### src/source/cam_link_pkg.sv
// Shared widths, bus structs and state encodings for the UART image link
// Addresses are pixel indices into the frame store, one byte per pixel
`default_nettype none

package cam_link_pkg;

  // ============================================================
  // Widths and constants
  // ============================================================
  localparam int BYTE_W = 8;
  localparam int ADDR_W = 23;

  typedef logic [BYTE_W-1:0] byte_t;
  typedef logic [ADDR_W-1:0] addr_t;

  // Start of the stored-image area, the live frame sits at zero
  localparam addr_t STORED_BASE = 23'h100000;

  // ============================================================
  // Bundles
  // ============================================================
  typedef struct packed {
    byte_t data;
    logic  valid;
  } rx_byte_t;

  // Wishbone classic, read-only use in this design
  typedef struct packed {
    logic  cyc;
    logic  stb;
    logic  we;
    addr_t adr;
  } wb_req_t;

  typedef struct packed {
    logic  ack;
    byte_t dat;
  } wb_rsp_t;

  // Active low, bit 6 is segment g
  typedef logic [6:0] seg_t;

  typedef struct packed {
    seg_t hex5;
    seg_t hex4;
    seg_t hex3;
    seg_t hex2;
    seg_t hex1;
    seg_t hex0;
  } hex_digits_t;

  typedef enum logic [1:0] {
    UART_IDLE,
    UART_START,
    UART_DATA,
    UART_STOP
  } uart_state_e;

  typedef enum logic [1:0] {
    DUMP_IDLE,
    DUMP_READ,
    DUMP_SEND,
    DUMP_WAIT_DONE
  } dump_state_e;

endpackage

`default_nettype wire

### src/source/image_select.sv
// Image index register and frame read base for the display side
// Base wraps at 23 bits if index times FRAME_PIXELS runs past the store
`timescale 1ns/10ps
`default_nettype none

module image_select #(
  parameter int FRAME_PIXELS = 307200
) (
  input  wire logic                   CLOCK_50,
  input  wire logic                   DLY_RST_0,
  input  wire cam_link_pkg::rx_byte_t rx_byte,
  input  wire logic                   sw_store,
  input  wire logic                   sw_live,
  output cam_link_pkg::byte_t         cur_img,
  output cam_link_pkg::addr_t         read_base,
  output logic                        disp_rst_n
);

  cam_link_pkg::byte_t img_q;
  cam_link_pkg::byte_t img_prev_q;
  logic                live_q;
  logic                live_prev_q;
  logic                rst_n_q;
  logic                disp_changed;

  always_ff @(posedge CLOCK_50 or negedge DLY_RST_0) begin
    if (!DLY_RST_0) begin
      img_q       <= '0;
      img_prev_q  <= '0;
      live_q      <= 1'b0;
      live_prev_q <= 1'b0;
      rst_n_q     <= 1'b1;
    end else begin
      // Bytes only select an image while not storing
      if (rx_byte.valid && !sw_store) begin
        img_q <= rx_byte.data;
      end
      live_q      <= sw_live;
      img_prev_q  <= img_q;
      live_prev_q <= live_q;
      rst_n_q     <= !disp_changed;
    end
  end

  assign disp_changed = (img_q != img_prev_q) || (live_q != live_prev_q);

  // Live camera frame at zero, stored images packed after STORED_BASE
  assign read_base = live_q ? '0 :
    cam_link_pkg::STORED_BASE +
    cam_link_pkg::addr_t'(img_q) * cam_link_pkg::addr_t'(FRAME_PIXELS);

  assign cur_img    = img_q;
  assign disp_rst_n = rst_n_q;

  // Restart pulse is a single cycle wide
  assert property (@(posedge CLOCK_50) disable iff (!DLY_RST_0)
    !disp_rst_n |=> disp_rst_n)
    else $error("disp_rst_n low for more than one cycle");

endmodule

`default_nettype wire

### config.mk
export PLATFORM = sky130hd
export DESIGN_NAME = image_select
export DESIGN_NICKNAME = d
export VERILOG_FILES = /design/src/source/cam_link_pkg.sv /design/src/source/image_select.sv
export SDC_FILE = /design/constraint.sdc
export NUM_CORES = 1
export LEC_CHECK = 0
export BUFFER_PORTS_ARGS = -buffer_cell sky130_fd_sc_hd__buf_2
export CORE_ASPECT_RATIO = 1.4
export CORE_MARGIN = 3
export CORE_UTILIZATION = 52
export DETAILED_ROUTE_END_ITERATION = 7
export HOLD_SLACK_MARGIN = 0.02
export PLACE_DENSITY = 0.77
export SLEW_MARGIN = 20
export SYNTH_ARGS = -nofsm -noshare
export SYNTH_HDL_FRONTEND = slang
export SYNTH_SLANG_ARGS = --single-unit
### constraint.sdc
create_clock -name CLOCK_50 -period 9.48 [get_ports CLOCK_50]
set_clock_uncertainty 0.2 [all_clocks]
set_input_delay 1.896 -clock CLOCK_50 [delete_from_list [all_inputs] [get_ports CLOCK_50]]
set_output_delay 1.896 -clock CLOCK_50 [all_outputs]
set_load 0.01 [all_outputs]
==> results by group, run 1 <==
Placement
  • Placement Setup Slack: around 3000 ps
  • IO buf count: 32
  • Final Wtd Congestion: between 0.8 and 0.9
  • HPWL Detailed: about 2600 microns

Critical path
  • RR Startpoint: live_q
  • Critical Path End Type: primary output
  • WP data arrival: around 4600 ps
  • Slowest cell on the critical path: fa_1
  • Most Frequent Cell on Critical Path: ha_1
  • CP max stage delay: 520 ps
  • Crit Path Class: flip-flop to primary output
  • Crit path launch type: flip-flop
  • Crit-path cells: ha_1 -> ha_1 -> inv_1 -> fa_1 -> fa_1 -> inv_1 -> ha_1 -> or3_4 -> o22a_1 -> o31ai_2 -> xnor2_1 -> ha_1 -> xnor2_1 -> xnor3_1 -> o2111ai_1 -> o21ai_1 -> buf_2
  • CP max FO: 8
  • Crit. Startpoint: cur_img[4]
  • CP required: approximately 7400 ps

Power
  • Gate power share: roughly three quarters
  • Pwr/cell area: approximately 340 mW/mm^2
  • Internal power: roughly 0.00036 W
  • Clk pwr share: 8.6%
  • Lkg Pwr: 0.9832 nW
  • Seq pwr share: between 10% and 20%
  • Sw Pwr: 0.0002827 W
  • VDD IR-drop max: 0.0003049 V
  • Total power: 0.0006475 W
  • Net Sw Frac: 43.66%

CTS
  • Clk root buf: clkbuf_8
  • Post_cts resized: 0
  • Clk sinks: 19
  • CTS Hold Bufs: 0
  • Clock Latency Late Sink: 260 ps
  • CTS tree: built
  • CTS max path bufs: 2
  • Postcts setup bufs: 0
  • H-tree depth: 1
  • Number of CTS-inserted buffers: 3
  • Worst-path clk slew: 70 ps

STA
  • Slew Limit Fails: 0
  • Minimum clock period: approximately 6700 ps
  • Final period util: 71.05%
  • Relative slew slack: between 40% and 50%
  • Slew at the pin with the worst max-slew slack: 750.1 ps
  • Final setup fails: 0
  • Maximum operating frequency: 148.5 MHz
  • Unrepaired setup endpoints after global routing: false
  • Setup WS post-layout: 2744 ps
  • Setup tns final: 0 ps
  • Final hold vios: 0

Global routing
  • Total gr overflow: 0
  • GRT Total Usage: 18.26%
  • Vias in the first global route: 1266
  • Initial antenna violation count: 0
  • Largest net degree at the start of global routing: 20
  • First-pass GRT wire length: between 5000 and 6000 microns

Floorplanning
  • Die X: 54.15 microns
  • Ports: 45
  • Num rows: 23
  • Initial Util: 56.40%
  • Die height: 73.41 microns
  • Area of the core: 0.002993 sq mm
  • Full die area: around 0.0040 sq mm

Routing
  • Vias: 1215
  • WL/cell: around 14 microns
  • Initial DRT Pass Iterations: 4
  • Routed wire length: 3281 microns
  • ANT nets after route: 0
  • Initial drt markers: 26
  • Avg Vias per Cell: 5.260
  • DRC Markers: 0

Outcome
  • Status: completed

Yosys
  • Distinct cells, synth: 37
  • Synth top area cells: dfrtp_1 27%, ha_1 21%, fa_1 8.3%, xnor2_1 6.7%, buf_4 5.3%
  • Yosys warnings: 0
  • Yosys top cell area share: 26.69%
  • Synth Register Bits: 19
  • Asr flop ratio synth: 100.0%
  • Synthesized instance count: 161
  • Post-synth top area cell: dfrtp_1
  • Top_reg_cell synth: dfrtp_1
  • EDFF count, synth: 0
  • Cell Area, Synth: 0.001688 sq mm
  • Seq/Total Area, Yosys: 28.24%
  • Syn Area/Cell: 10.48 sq um

Layout
  • Area added between synthesis and finish: 11.49%
  • Layout cells sized above 1: 24.74%
  • Post-route core utilization: 62.88%
  • Final net count: 243
  • Antenna cells: 0

Hold path
  • Hold wc startpoint: img_prev_q[6]
  • Hold Path Class: flip-flop to flip-flop

Job
  • Max Cap Viol: 0
==> Yosys cell counts (2+ instances only) <==
master,instances
ha_1,28
inv_1,22
dfrtp_1,18
xnor2_1,13
buf_4,12
fa_1,7
nor2b_1,7
mux2_2,6
nand2_1,5
nor2_1,4
a21oi_1,3
o21ai_0,3
a211o_1,2
buf_2,2
nand4_1,2
nor4_1,2
o211ai_1,2
o21a_1,2
o21ai_1,2
xor2_1,2
==> placed cells by master (no fill, tap or decap), types with 2 or more instances in the layout <==
cell type,netlist,layout
o211ai_1,2,2
xnor2_1,13,13
mux2_2,6,6
fa_1,7,7
nor4_1,2,2
nand2_1,5,5
dfrtp_1,18,18
o21ai_1,2,2
nor2b_1,7,7
a21oi_1,3,3
nor2_1,4,4
conb_1,1,12
nand4_1,2,2
inv_1,22,22
o21a_1,2,2
a211o_1,2,2
xor2_1,2,2
clkbuf_8,0,3
ha_1,28,28
o21ai_0,3,3
buf_2,2,32
==> worst paths after layout <==
check                           slack (ps)             to  depth (start not counted)
max in group asynchronous             7390     disp_rst_n                          1
worst min-delay path                   320     disp_rst_n                          3
min in group asynchronous             1360  img_prev_q[2]                          1
worst min register to register         320     disp_rst_n                          3
worst max register to register        8030     disp_rst_n                          3
worst max-delay path                  2740  read_base[22]                         17
==> state kept, by name (all words and copies together), names as in the netlist <==
name / count
cur_img: 8
img_prev_q: 8
disp_rst_n: 1
live_prev_q: 1
live_q: 1
==> final cells by class <==
| cell class | instances | area (sq um) |
|---|---|---|
| clock buffers | 3 | 41.29 |
| clock inverters | 1 | 5.005 |
| fillers | 265 | 1111 |
| inverters | 22 | 82.58 |
| multi-input cells | 117 | 1070 |
| flip-flops and latches | 19 | 476.7 |
| well taps | 37 | 46.29 |
| repair buffers | 32 | 160.2 |
==> logic make-up (layout without fill, tap and decap cells) <==
logic type                 Yosys count  count (layout)  share of synthesized area, %
buffers and inverters               36              58                         10.82
AOI/OAI and AO/OA                   22              22                         9.414
other                                1              12                        0.2222
adders and majority gates           35              35                         29.06
xor gates and xnor gates            16              16                         9.118
and+or+nand+nor                     25              25                         8.228
muxes                                7               7                         4.892
DFF                                 19              19                         28.24
==> per-stage QoR <==
| step | cells | area [sq um] | hold slack [ps] |
|---|---|---|---|
| after floorplan | 172 | 1729 | 240.2 |
| after global routing | 231 | 1882 | 351.7 |
| after CTS | 231 | 1882 | 325.7 |
| after global placement | 227 | 1836 | 289.1 |
| final | 231 | 1882 | 322.1 |
| after detailed placement | 227 | 1836 | 308.5 |
==> critical path: cells and delay by family, from the launching register on <==
family,cells,cell delay (ps)
adder cells (fa/ha/maj),6,2040
XOR/XNOR,3,700
flip-flops,1,490
AO/OA/AOI/OAI,4,480
AND/OR/NAND/NOR,1,400
buffers and inverters,3,250
==> metal layers <==
| metal | global-route usage [%] | part of all wire (%) | wire length (microns) | vias to the layer above |
|---|---|---|---|---|
| met2 | 30.49 | 53 | 1735 | 43 |
| met1 | 23.92 | 40 | 1319 | 573 |
| met3 | 1.014 | 4.3 | 140 | 11 |
| met4 | 7.756 | 2.6 | 85 | 0 |
| met5 | 0 | 0 | 0 | - |
| li1 | - | - | - | 588 |
==> power by group through the flow <==
stage               Combinational, W  Sequential, W   Clock, W
floorplan                   0.000369       0.000106          0
global placement            0.000458       0.000108          0
detailed placement          0.000485       0.000109          0
CTS                         0.000490       0.000108  0.0000565
global route                0.000544       0.000109  0.0000601
finish                      0.000484       0.000107  0.0000559
(Power assumes the default switching activity.)
==> run 2, diff against run 1 <==
clock period = 6.2 ns   (was 9.48 ns; I/O delays follow)
==> run 2 against run 1 <==
Cell count up 0.87%. Power up 53%. Critical path type unchanged. Final area is 0.93% higher. Critical path depth is the same. Via count grew 0.49%. Non-clock buffer count grew 2. Clock power grew 50%. Combinational power is 54% higher. Wire length increased by 0.58%. Core utilization increased by 0.59 points.
==> results by group, run 2 (same netlist as run 1, synthesis figures left out) <==
Global routing
  • M3 GR Usage: 1.014% (unchanged)
  • Initial antenna violation count: 0 (unchanged)
  • Largest net degree at the start of global routing: 20 (unchanged)
  • First-pass GRT wire length: 5471 microns (unchanged)
  • Grt met2 use: 30.49% (unchanged)
  • GRT Total Usage: 18.26% (unchanged)
  • Vias in the first global route: 1266 (unchanged)
  • Global-route met1 utilization: 23.92% (unchanged)
  • Total gr overflow: 0 (unchanged)
  • Layer with the highest usage: met2

Routing
  • Initial drt markers: 34 (+31%)
  • Routed wire length: 3300 microns (+0.58%)
  • ANT nets after route: 0 (unchanged)
  • DRC Markers: 0 (unchanged)
  • Vias: 1221 (+0.49%)
  • Initial DRT Pass Iterations: 4 (unchanged)
  • Avg Vias per Cell: 5.240 (-0.37%)
  • WL/cell: 14.16 microns (-0.28%)

Critical path
  • Crit path buf inv count: 3 (unchanged)
  • Most Frequent Cell on Critical Path: ha_1
  • CP max stage delay: 530 ps (about the same)
  • CP top delay family: adder cells
  • Crit-path cells: ha_1 -> ha_1 -> inv_1 -> fa_1 -> fa_1 -> inv_1 -> ha_1 -> or3_4 -> o22a_1 -> o31ai_2 -> xnor2_1 -> ha_1 -> xnor2_1 -> xnor3_1 -> o2111ai_1 -> o21ai_1 -> buf_2
  • WP data arrival: 4550 ps (-90 ps)
  • CP required: 4760 ps (-2620 ps)
  • CP max FO: 6 (-2)
  • Critical Path End Type: primary output
  • Crit Path Class: flip-flop to primary output
  • Slowest cell on the critical path: fa_1
  • Crit path launch type: flip-flop

CTS
  • Number of CTS-inserted buffers: 3 (unchanged)
  • Clk sinks: 19 (unchanged)
  • Clock Latency Late Sink: 250 ps (about the same)
  • Worst-path clk slew: 70 ps (about the same)
  • CTS Hold Bufs: 0 (unchanged)
  • H-tree depth: 1 (unchanged)
  • CTS max path bufs: 2 (unchanged)
  • CTS tree: built
  • Clk root buf: clkbuf_8

Floorplanning
  • Ports: 45 (unchanged)
  • Die X: 54.15 microns (unchanged)
  • Num rows: 23 (unchanged)
  • Area of the core: 0.002993 sq mm (unchanged)
  • Die height: 73.41 microns (unchanged)
  • Initial Util: 56.40% (unchanged)
  • Full die area: 0.003975 sq mm (unchanged)

Placement
  • IO buf count: 32 (unchanged)
  • Final Wtd Congestion: 0.8873 (unchanged)
  • HPWL Detailed: 2625 microns (unchanged)
  • Post-DP Area: 0.001836 sq mm (unchanged)

STA
  • Final hold vios: 0 (unchanged)
  • Slew Limit Fails: 0 (unchanged)
  • Worst hold slack: 273.4 ps (-48.73 ps)
  • Slew at the pin with the worst max-slew slack: 731.3 ps (-18.88 ps)
  • Minimum clock period: between 5000 and 6000 ps
  • Maximum operating frequency: 167.1 MHz
  • Final setup fails: 0 (unchanged)
  • Setup tns final: 0 ps (unchanged)
  • Relative slew slack: 51.15% (+1.3 points)
  • Final period util: 96.55%
  • Unrepaired setup endpoints after global routing: false

Layout
  • Final net count: 245 (+0.82%)
  • Multi-input logic area: 0.001070 sq mm (unchanged)
  • Area added between synthesis and finish: 12.53%
  • Most frequent cells in the layout: 32 x buf_2, 28 x ha_1, 22 x inv_1
  • Fin area: 0.001899 sq mm (+0.93%)
  • Fillers: 262 (-1.1%)
  • Layout cells sized above 1: 26.53% (+1.8 points)
  • Antenna cells: 0 (unchanged)
  • Register Area: 479.2 sq um (+0.53%)
  • Most common cell after layout, fill and taps aside: buf_2

Power
  • Lkg Pwr: 0.9906 nW (+0.76%)
  • VDD IR-drop max: 0.0004677 V (+53%)
  • Pwr/cell area: 523.1 mW/mm^2 (+52%)

Job
  • Max Cap Viol: 0 (unchanged)

Hold path
  • Hold Path Class: flip-flop to flip-flop

Outcome
  • Status: completed
==> run 2: cell count changes in the layout (fill, tap and decap cells not counted) <==
cell	before	now
dfrtp_2	0	2
buf_4	0	2
dfrtp_1	18	16
==> run 2: final cells by class <==
type,count,area share (%)
Inverter,22,4.348
Multi-Input combinational cell,117,56.32
Clock inverter,1,0.2635
Tap cell,37,2.437
Sequential cell,19,25.23
Timing Repair Buffer,34,9.223
Clock buffer,3,2.174
==> run 2: worst paths after layout <==
| kind | startpoint | end | slack (ps) | depth (start not counted) |
|---|---|---|---|---|
| setup / recovery | cur_img[6] | read_base[22] | 210 | 17 |
| hold reg to reg | cur_img[6] | img_prev_q[6] | 270 | 0 |
| setup reg to reg | live_q | disp_rst_n | 4750 | 3 |
| max in group asynchronous | DLY_RST_0 | disp_rst_n | 4760 | 1 |
| min in group asynchronous | DLY_RST_0 | img_prev_q[3] | 710 | 1 |
| hold / removal | cur_img[6] | img_prev_q[6] | 270 | 0 |
==> run 2: per-layer routing <==
layer,part of all wire (%),routed length (microns)
met5,0,0
met3,3.9,129
met4,1.9,62
met2,54,1781
met1,40,1326
==> run 2: through the flow <==
step                      util [%]  cells   power, W  setup slack [ps]
final                        63.46    233  0.0009936             213.8
after global routing         63.46    233   0.001095            0.2709
after CTS                    62.88    231  0.0009995             118.8
after detailed placement     61.33    227  0.0009084             429.3
after global placement       61.33    227  0.0008662             611.7
after floorplan                  -    172  0.0007269             729.3
==> run 2: report_power, final <==
group,switching [W],internal (W),total [W]
sequential,0.0000230,0.000140,0.000163
combinational,0.000371,0.000376,0.000747
clock,0.0000392,0.0000446,0.0000838
==> run 2: repair_timing <==
action / 4_1_cts / 5_1_grt
endpoints found under the setup margin: 0 / 1
resized for setup: 0 / 2
buffers inserted: 0 / 2
endpoints found under the hold margin: 0 / 0
==> run 3, diff against run 2 <==
CAP_MARGIN = 40   (was not set)
CTS_BUF_LIST = sky130_fd_sc_hd__clkbuf_8   (was not set)
REMOVE_ABC_BUFFERS = 1   (was not set)
==> run 3 against run 2 <==
Combinational power fell by 3.2%. Via count fell by 3.6%. Final area fell by 0.86%. Die area did not move. Count of clock-buffer cells in the layout did not move. Sequential power barely moved. Critical path type unchanged. Largest cell class unchanged. Largest power group unchanged.
==> results by group, run 3 (same netlist as run 1, synthesis figures left out) <==
Outcome
  • Status: completed

STA
  • Final setup fails: 0 (unchanged)
  • Slew Limit Fails: 0 (unchanged)
  • Final period util: 93.81% (-2.7 points)
  • Worst hold slack: 310.6 ps (+37.23 ps)
  • Unrepaired setup endpoints after global routing: false
  • Minimum clock period: 5817 ps (-169.7 ps)
  • Slew at the pin with the worst max-slew slack: 793.9 ps (+62.66 ps)
  • Maximum operating frequency: 171.9 MHz (+2.9%)
  • Relative slew slack: 46.96% (-4.2 points)
  • Final hold vios: 0 (unchanged)
  • Setup tns final: 0 ps (unchanged)

Hold path
  • Hold Path Class: flip-flop to flip-flop

Layout
  • Most frequent cells in the layout: 32 x buf_2, 28 x ha_1, 22 x inv_1
  • Area added between synthesis and finish: 11.56%
  • Most common cell after layout, fill and taps aside: buf_2
  • Layout cells sized above 1: 25.26% (-1.3 points)
  • Antenna cells: 0 (unchanged)
  • Final net count: 243 (-0.82%)

Power
  • Internal power: 0.0005347 W (-4.7%)
  • Sw Pwr: 0.0004360 W (+0.78%)
  • Clk pwr share: 8.6% (+0.2 points)
  • Total power: 0.0009707 W (-2.3%)
  • Gate power share: 74.5% (-0.7 points)
  • Seq pwr share: 16.9% (+0.5 points)
  • Pwr/cell area: 515.5 mW/mm^2 (-1.5%)
  • Net Sw Frac: 44.92% (+1.4 points)
  • Lkg Pwr: 0.9825 nW (-0.82%)
  • VDD IR-drop max: 0.0004246 V (-9.2%)

Job
  • Max Cap Viol: 0 (unchanged)

Floorplanning
  • Ports: 45 (unchanged)
  • Area of the core: 0.002993 sq mm (unchanged)
  • Full die area: 0.003975 sq mm (unchanged)
  • Num rows: 23 (unchanged)
  • Die height: 73.41 microns (unchanged)
  • Die X: 54.15 microns (unchanged)
  • Initial Util: 56.40% (unchanged)

Routing
  • Avg Vias per Cell: 5.095 (-2.8%)
  • Vias: 1177 (-3.6%)
  • WL/cell: 14.52 microns (+2.5%)
  • ANT nets after route: 0 (unchanged)
  • Initial drt markers: 23 (-32%)
  • Routed wire length: 3355 microns (+1.7%)
  • DRC Markers: 0 (unchanged)
  • Initial DRT Pass Iterations: 4 (unchanged)

Global routing
  • Initial antenna violation count: 0 (unchanged)
  • GRT Total Usage: 18.06% (-0.20 points)
  • Total gr overflow: 0 (unchanged)
  • Vias in the first global route: 1146 (-9.5%)
  • Largest net degree at the start of global routing: 20 (unchanged)
  • First-pass GRT wire length: 5361 microns (-2.0%)

Critical path
  • CP max FO: 8 (+2)
  • Crit path launch type: flip-flop
  • Crit Path Class: flip-flop to primary output
  • WP data arrival: 4380 ps (-170 ps)
  • CP required: 4760 ps (about the same)
  • Critical Path End Type: primary output

CTS
  • CTS max path bufs: 2 (unchanged)
  • Worst-path clk slew: 70 ps (about the same)
  • Clk sinks: 19 (unchanged)
  • Post_cts resized: 0 (unchanged)
  • H-tree depth: 1 (unchanged)
  • Postcts setup bufs: 0 (unchanged)
  • CTS Hold Bufs: 0 (unchanged)
  • Clock Latency Late Sink: 250 ps (about the same)
  • Clk root buf: clkbuf_8
  • CTS tree: built
  • Number of CTS-inserted buffers: 3 (unchanged)

Placement
  • Final Wtd Congestion: 0.8529 (-3.9%)
  • IO buf count: 32 (unchanged)
  • HPWL Detailed: 2729 microns (+4.0%)
==> run 3: changes by cell type in the layout (fill, tap and decap cells not counted), sizes merged <==
cell,before,now
buf,34,32
==> run 3: power groups by stage <==
stage / combinational [W] / clock, W / sequential (W)
global route: 0.000820 / 0.0000908 / 0.000167
global placement: 0.000704 / 0 / 0.000166
detailed placement: 0.000745 / 0 / 0.000167
finish: 0.000723 / 0.0000831 / 0.000164
floorplan: 0.000557 / 0 / 0.000163
CTS: 0.000751 / 0.0000844 / 0.000165
==> run 3: cell type report <==
type                       instances  area (sq um)
clock inverter                     1         5.005
multi-input combinational        117          1070
sequential                        19         478.0
fill                             261          1110
tap                               37         46.29
inverter                          22         82.58
timing repair buffer              32         160.2
clock buffer                       3         41.29
==> run 3: final timing paths <==
kind | end | slack (ps) | depth (start not counted) | start
worst max register to register | disp_rst_n | 4690 | 3 | live_q
worst min-delay path | img_prev_q[4] | 310 | 0 | cur_img[4]
worst max-delay path | read_base[22] | 380 | 17 | cur_img[4]
worst min register to register | img_prev_q[4] | 310 | 0 | cur_img[4]
min in group asynchronous | img_prev_q[4] | 710 | 1 | DLY_RST_0
max in group asynchronous | disp_rst_n | 4760 | 1 | DLY_RST_0
==> run 3: critical path, stage by stage, from the launching register on <==
cell and delay, ps:
dfrtp_2 470, ha_1 320, ha_1 270, inv_1 50, fa_1 500, fa_1 520, inv_1 40, ha_1 220
or3_4 400, o22a_1 200, o31ai_2 70, xnor2_1 100, ha_1 210, xnor2_1 180, xnor3_1 280, o2111ai_1 90
o21ai_1 80, buf_2 140
==> run 3: per-layer routing <==
metal | wire length (microns) | vias up | GRT usage (%)
met2 | 1844 | 27 | 32.89
met4 | 8 | 0 | 4.155
met3 | 136 | 2 | 1.826
met5 | 0 | - | 0
met1 | 1366 | 564 | 22.05
li1 | - | 584 | -
==> run 3: per-stage QoR <==
stage	area [sq um]	std cells	setup slack, ps	util (%)
after global routing	1883	231	165.3	62.92
after detailed placement	1836	227	432.5	61.33
final	1883	231	383.5	62.92
after floorplan	1629	158	729.3	-
after global placement	1836	227	622.4	61.33
after CTS	1882	231	145.8	62.88
